$ cat src/hdl/ooo_pkg.sv
`default_nettype none

package ooo_pkg;

	// Datapath and tag widths
	localparam int WORD_W     = 32;
	localparam int NUM_P_REGS = 64;
	localparam int PREG_W     = 6;
	localparam int ROB_W      = 4;

	// ALU opcodes, encodings match the decode stage
	typedef enum logic [3:0] {
		ALU_AND = 4'b0000,
		ALU_ADD = 4'b0010,
		ALU_SUB = 4'b0110,
		ALU_XOR = 4'b1000,
		ALU_SRA = 4'b1001
	} alu_op_e;

	// One renamed instruction as it enters the station
	typedef struct packed {
		logic [PREG_W-1:0] dest;
		logic [PREG_W-1:0] src1;
		logic [WORD_W-1:0] src1_val;
		logic [PREG_W-1:0] src2;
		logic [WORD_W-1:0] src2_val;
		logic [WORD_W-1:0] imm;
		logic              use_imm;
		alu_op_e           alu_op;
		logic [ROB_W-1:0]  rob_idx;
	} dispatch_s;

	// Operation handed to an ALU, operand b already muxed
	typedef struct packed {
		logic [PREG_W-1:0] dest;
		logic [WORD_W-1:0] op_a;
		logic [WORD_W-1:0] op_b;
		alu_op_e           alu_op;
		logic [ROB_W-1:0]  rob_idx;
	} issue_s;

	// Result broadcast to the ROB, station and scoreboard
	typedef struct packed {
		logic [PREG_W-1:0] dest;
		logic [WORD_W-1:0] value;
		logic [ROB_W-1:0]  rob_idx;
	} complete_s;

endpackage

`default_nettype wire

$ cat src/hdl/reg_scoreboard.sv
`timescale 1ns/100ps
`default_nettype none

module reg_scoreboard (
	input  wire                                clk_i,
	input  wire                                arst_n_i,
	input  wire                                alloc_valid_i,
	input  wire  [ooo_pkg::PREG_W-1:0]         alloc_dest_i,
	input  wire                                complete0_valid_i,
	input  wire                                complete1_valid_i,
	input  ooo_pkg::complete_s                 complete0_i,
	input  ooo_pkg::complete_s                 complete1_i,
	output logic [ooo_pkg::NUM_P_REGS-1:0]     preg_ready_o
);

	logic [ooo_pkg::NUM_P_REGS-1:0] ready_q;

	// Completions set ready, a new allocation clears it.
	// Register 0 is never allocated so its bit stays set from reset
	always_ff @(posedge clk_i or negedge arst_n_i) begin
		if (!arst_n_i) begin
			ready_q <= '1;
		end else begin
			if (complete0_valid_i) begin
				ready_q[complete0_i.dest] <= 1'b1;
			end
			if (complete1_valid_i) begin
				ready_q[complete1_i.dest] <= 1'b1;
			end
			if (alloc_valid_i && alloc_dest_i != '0) begin
				ready_q[alloc_dest_i] <= 1'b0;
			end
		end
	end

	assign preg_ready_o = ready_q;

	// Rename must not hand out a tag that still has a result in flight
	a_alloc_free_tag : assert property (
		@(posedge clk_i) disable iff (!arst_n_i)
		(alloc_valid_i && alloc_dest_i != '0) |-> ready_q[alloc_dest_i]
	);

endmodule

`default_nettype wire

$ cat config.mk
export PLATFORM = sky130hd
export DESIGN_NAME = reg_scoreboard
export DESIGN_NICKNAME = d
export VERILOG_FILES = /design/src/hdl/ooo_pkg.sv /design/src/hdl/reg_scoreboard.sv
export SDC_FILE = /design/constraint.sdc
export NUM_CORES = 1
export LEC_CHECK = 0
export BUFFER_PORTS_ARGS = -buffer_cell sky130_fd_sc_hd__buf_2
export CAP_MARGIN = 15
export CORE_MARGIN = 1.5
export CORE_UTILIZATION = 45
export CTS_BUF_LIST = sky130_fd_sc_hd__clkbuf_4
export CTS_CLUSTER_SIZE = 10
export DETAILED_ROUTE_END_ITERATION = 7
export GPL_TIMING_DRIVEN = 1
export PLACE_DENSITY_LB_ADDON = 0.25
export SYNTH_ARGS = -nofsm -noshare
export SYNTH_HDL_FRONTEND = slang
export SYNTH_SLANG_ARGS = --single-unit
export TNS_END_PERCENT = 100
$ cat constraint.sdc
create_clock -name clk_i -period 1.25 [get_ports clk_i]
set_clock_uncertainty 0.15 [all_clocks]
set_input_delay 0.125 -clock clk_i [delete_from_list [all_inputs] [get_ports clk_i]]
set_output_delay 0.125 -clock clk_i [all_outputs]
set_load 0.01 [all_outputs]
==> metrics.txt, run 1 <==
initial core utilization=47.4%; max reg flops=64; grt ovf=0; I/O Pins=159; count of pins over their slew limit=0; fin nets=524; initial DRC count=420; EDFF count, synth=0; initial antenna violation count=0; dominant cells by area after synthesis=dfstp_2, o22a_1, o22ai_1; pwr dens=1620 mW/mm^2; via count=3427; Post-Route WL=11700 um; TritonCTS Buffers=9; r2r setup slk=0.14 ns; Post-synth ARST share=100%; # diodes=0; DIE HEIGHT=88.5 um; Syn-to-layout area delta=46.1%; Synth Flop Type=dfstp_2; Req. time, crit path=0.98 ns; share of post-route cells with drive strength above 1=55.1%; failing checks=negative setup slack; largest net degree at the start of global routing=65; Tot GR Track Use=31.4%; worst slew pin tran=0.381 ns; Slew HR=74.6%; Tcrit/Tclk final=112%; Max-Cap Viols=0; Root Driver=clkbuf_4; via/cell ratio=6.47; mean post-synth cell area=11.0 sq um; Final Core Density=69.2%; wire per inst=22.1 um; RSZ-0062 raised after global routing=true; Final Hold Vio Count=0; CTS tree=yes; Final ANT Viol Nets=0; Critical Path, Cell by Cell=buf_6; Peak VDD IR=0.000928 V; CP Data Arrival Time=1.12 ns; dpl hpwl=7720 um; syn_nets=395; # setup viols final=64; port buffer count=86; Pre-antenna DRT Iters=5; Core ar.=0.00694 sq mm; Hold Path Class=input port to flop; clock latency on the worst-skew pair=0.41 ns; crit-path max cell delay=0.59 ns; achievable frequency=0.716 GHz; WS Path Type=flop to output port; Die Wd=88.5 um; fin crit period=1.40 ns; post-synth top area share=51.1%; sum of buffers and inverters on the critical path=1; Clock Tree Buf Depth=2; setup ws final=-0.147 ns; outcome=finished with violations; Clk pin slew, worst setup/hold paths=0.14 ns; Cell variety after synth=25; CP Launch Type=flop; Crit path max-delay family=flip-flops; Sink Count=64; Row Count=30; area leader, netlist=dfstp_2; Cell Area, Synth=0.00329 sq mm; Yosys Warn Count=0; sequential-to-total area share from yosys stat=51.1%; CP max-delay cell=dfstp_2; vias in the first global route=3358; Static Leak=1.86 nW; Cells after Synth=300; Synth Register Bits=64; CP Capture Type=output port; setup TNS=-6.58 ns; first-pass GRT wire length=18000 um; Placer Congestion=0.923; critical path fanouts, max=2; Die ar.=0.00783 sq mm; # H-tree levels=3; DRC=0
## kinds of logic (layout without fill, tap and decap cells)
family / count (synthesis) / count (layout) / share of synthesized area, %
AO/OA/AOI/OAI: 119 / 119 / 27.9
buffers and inverters: 42 / 176 / 5.71
flip-flops: 64 / 64 / 51.1
AND/OR/NAND/NOR: 75 / 75 / 15.3
## worst paths after layout
| path | from | end | cells after the start |
|---|---|---|---|
| max | preg_ready_o[32] | preg_ready_o[32] | 1 |
| min | complete1_i[38] | preg_ready_o[0] | 3 |
| max reg2reg | preg_ready_o[59] | preg_ready_o[59] | 2 |
| min reg2reg | preg_ready_o[45] | preg_ready_o[45] | 1 |
| max in group asynchronous | arst_n_i | preg_ready_o[51] | 3 |
| min in group asynchronous | arst_n_i | preg_ready_o[62] | 3 |
## placed cells by master (no fill, tap or decap), drive strengths merged, types with 4 or more instances in the layout
master / count
o22ai: 55
o22a: 52
nor4: 6
inv: 5
nand4b: 6
nor2: 10
nand4: 4
buf: 151
nand3b: 9
o32a: 11
or3b: 8
nand2: 7
nand3: 8
clkinv: 4
dfstp: 64
dlygate4sd3: 4
nand4bb: 6
clkbuf: 9
## report_power, final
group,switching [W],leakage (nW),internal (W),total (W)
clock network,0.000849,0.0719,0.000608,0.00146
logic,0.00104,1.11,0.00174,0.00278
registers,0.000481,0.673,0.00306,0.00355
## metrics by stage
stage	setup WS, ns	power, W	instance area (sq um)	instances	hold WS, ns
2_1_floorplan	-0.113	0.00442	3390	300	-0.173
3_3_place_gp	-0.177	0.00527	4100	494	0.286
3_5_place_dp	-0.216	0.00533	4100	494	0.288
4_1_cts	-0.132	0.00766	4750	523	0.0405
5_1_grt	-0.150	0.00810	4800	530	0.0699
6_report	-0.147	0.00778	4800	530	0.0702
## Yosys cell counts (all sizes together), types with 3 or more instances
master	instances
o22ai	55
nand2	7
o32a	11
nand4	4
nor4	6
nand3b	9
nor2	10
inv	5
nand3	8
dfstp	64
or3	3
clkbuf	23
nand4bb	6
nor2b	3
buf	14
or3b	8
o22a	52
nand4b	6
## cell type report
type / instances / area [sq um]
timing repair buffer: 155 / 1400
inverter: 5 / 18.8
multi-input combinational: 194 / 1440
clock inverter: 7 / 72.6
sequential: 64 / 1680
tap: 96 / 120
fill: 540 / 2140
clock buffer: 9 / 67.6
## timing repair
| action | in CTS | in global routing |
|---|---|---|
| hold endpoints to repair | 67 | 0 |
| pin swaps | 0 | 0 |
| hold buffers | 4 | 0 |
| setup endpoints to repair | 64 | 65 |
| gates resized for setup | 64 | 1 |
| setup buffers | 9 | 7 |
## layer usage
layer	up-vias	track usage [%]	part of all wire, %
li1	1468	-	-
met1	1681	41.4	39
met2	230	50.0	47
met3	48	5.60	9.6
met4	0	16.1	4.5
met5	-	0	0
(Power assumes the default switching activity.)
==> run 2: changes to the inputs <==
Settings changed: CORE_MARGIN 1.5 to 1.
==> metrics.txt, run 2 (synthesized netlist as in run 1, its figures left out) <==
via count=3405 (-0.64%); RSZ-0062 raised after global routing=true; # setup viols final=64 (unchanged); Tcrit/Tclk final=111% (-0.50 points); fin crit period=1.39 ns (-0.00624 ns); Critical Path, Cell by Cell=buf_6; worst slew pin tran=0.396 ns (+0.0155 ns); Req. time, crit path=0.98 ns (about the same); port buffer count=86 (unchanged); I/O Pins=159 (unchanged); wire per inst=21.2 um (-3.9%); Final ANT Viol Nets=0 (unchanged); achievable frequency=0.719 GHz (+0.45%); WS Path Type=flop to output port; r2r setup slk=0.16 ns (+0.02 ns); Placer Congestion=0.915 (-0.87%); final cell count without fillers=547 (+3.2%); Pre-antenna DRT Iters=5 (unchanged); count of pins over their slew limit=0 (unchanged); grt ovf=0 (unchanged); pwr dens=1590 mW/mm^2 (-2.0%); Crit path max-delay family=flip-flops; Clk pin slew, worst setup/hold paths=0.12 ns (-0.02 ns); Slew HR=73.6% (-1.0 points); CP Data Arrival Time=1.12 ns (about the same); Hold Path Class=input port to flop; Post-Route WL=11600 um (-0.84%); Syn-to-layout area delta=50.1%; via/cell ratio=6.22 (-3.7%); commonest non-fill, non-tap cell in the layout=buf_4; CTS tree=yes; Max-Cap Viols=0 (unchanged); setup ws final=-0.141 ns (+0.00624 ns); sum of buffers and inverters on the critical path=1 (unchanged); DRC=0 (unchanged); Row Count=30 (unchanged); Final Core Density=71.1% (+1.9 points); # diodes=0 (unchanged); Die ar.=0.00766 sq mm (-2.2%); Peak VDD IR=0.000902 V (-2.8%); critical path fanouts, max=2 (unchanged); clock latency on the worst-skew pair=0.41 ns (about the same); Final Power=0.00784 W (+0.75%); Tot GR Track Use=31.7% (+0.26 points); initial core utilization=47.4% (unchanged); TritonCTS Buffers=9 (unchanged); CP Capture Type=output port; outcome=finished with violations; Static Leak=1.95 nW (+4.7%); initial antenna violation count=0 (unchanged); vias in the first global route=3390 (+0.95%); fillers=515 (-4.6%); # H-tree levels=3 (unchanged); crit-path max cell delay=0.57 ns (-0.02 ns); most frequent cells in the layout=buf_4, buf_6, dfstp_2; Core ar.=0.00694 sq mm (unchanged); share of post-route cells with drive strength above 1=56.3% (+1.3 points); first-pass GRT wire length=17500 um (-2.8%); Final Hold Vio Count=0 (unchanged); Root Driver=clkbuf_4; max reg flops=64 (unchanged); Sink Count=64 (unchanged); largest net degree at the start of global routing=65 (unchanged); initial DRC count=349 (-17%); fin nets=541 (+3.2%); Placed Cells=504 (+2.0%); Die Wd=87.5 um (-1.1%); failing checks=negative setup slack; CP max-delay cell=dfstp_2; CP Launch Type=flop; Clock Tree Buf Depth=2 (unchanged); DIE HEIGHT=87.5 um (-1.1%); dpl hpwl=7690 um (-0.30%)
run 2: per-layer routing:
layer / GRT usage, % / vias up / wire length [um]
met2: 50.4 / 198 / 5430
met4: 18.5 / 0 / 565
met3: 6.64 / 53 / 957
met1: 40.0 / 1650 / 4660
met5: 0 / - / 0
li1: - / 1504 / -
run 2: stage by stage:
stage	setup slack (ns)	hold slack, ns	instance area, sq um	setup TNS, ns
finish	-0.141	0.0295	4940	-6.71
global route	-0.157	0.0326	4940	-8.35
CTS	-0.145	0.0106	4890	-7.24
detailed placement	-0.242	0.284	4190	-5.69
global placement	-0.203	0.286	4190	-4.67
floorplan	-0.113	-0.173	3390	-0.778
run 2: where the power goes:
| group | internal (W) | switching, W | total, W |
|---|---|---|---|
| clock network | 0.000622 | 0.000793 | 0.00142 |
| registers | 0.00306 | 0.000458 | 0.00352 |
| logic | 0.00184 | 0.00106 | 0.00291 |
run 2: layout make-up:
type | count | area [sq um] | share of cell area (%)
tap | 96 | 120 | 2.43
clock buffer | 10 | 75.1 | 1.52
clock inverter | 6 | 60.1 | 1.22
sequential | 64 | 1680 | 34.1
timing repair buffer | 172 | 1540 | 31.2
inverter | 5 | 18.8 | 0.380
multi-input combinational | 194 | 1440 | 29.2
run 2: worst paths after layout:
kind / startpoint / to / cells past startpoint
min in group asynchronous: arst_n_i / preg_ready_o[60] / 3
max in group asynchronous: arst_n_i / preg_ready_o[63] / 3
setup reg to reg: preg_ready_o[60] / preg_ready_o[60] / 2
hold reg to reg: preg_ready_o[29] / preg_ready_o[29] / 1
hold / removal: alloc_dest_i[0] / preg_ready_o[15] / 4
setup / recovery: preg_ready_o[1] / preg_ready_o[1] / 1
run 2: what timing repair did:
action	CTS	global route
endpoints found under the hold margin	67	0
buffers inserted	16	6
endpoints found under the setup margin	64	64
pin swaps	0	0
resized for setup	64	0
hold buffers	5	0
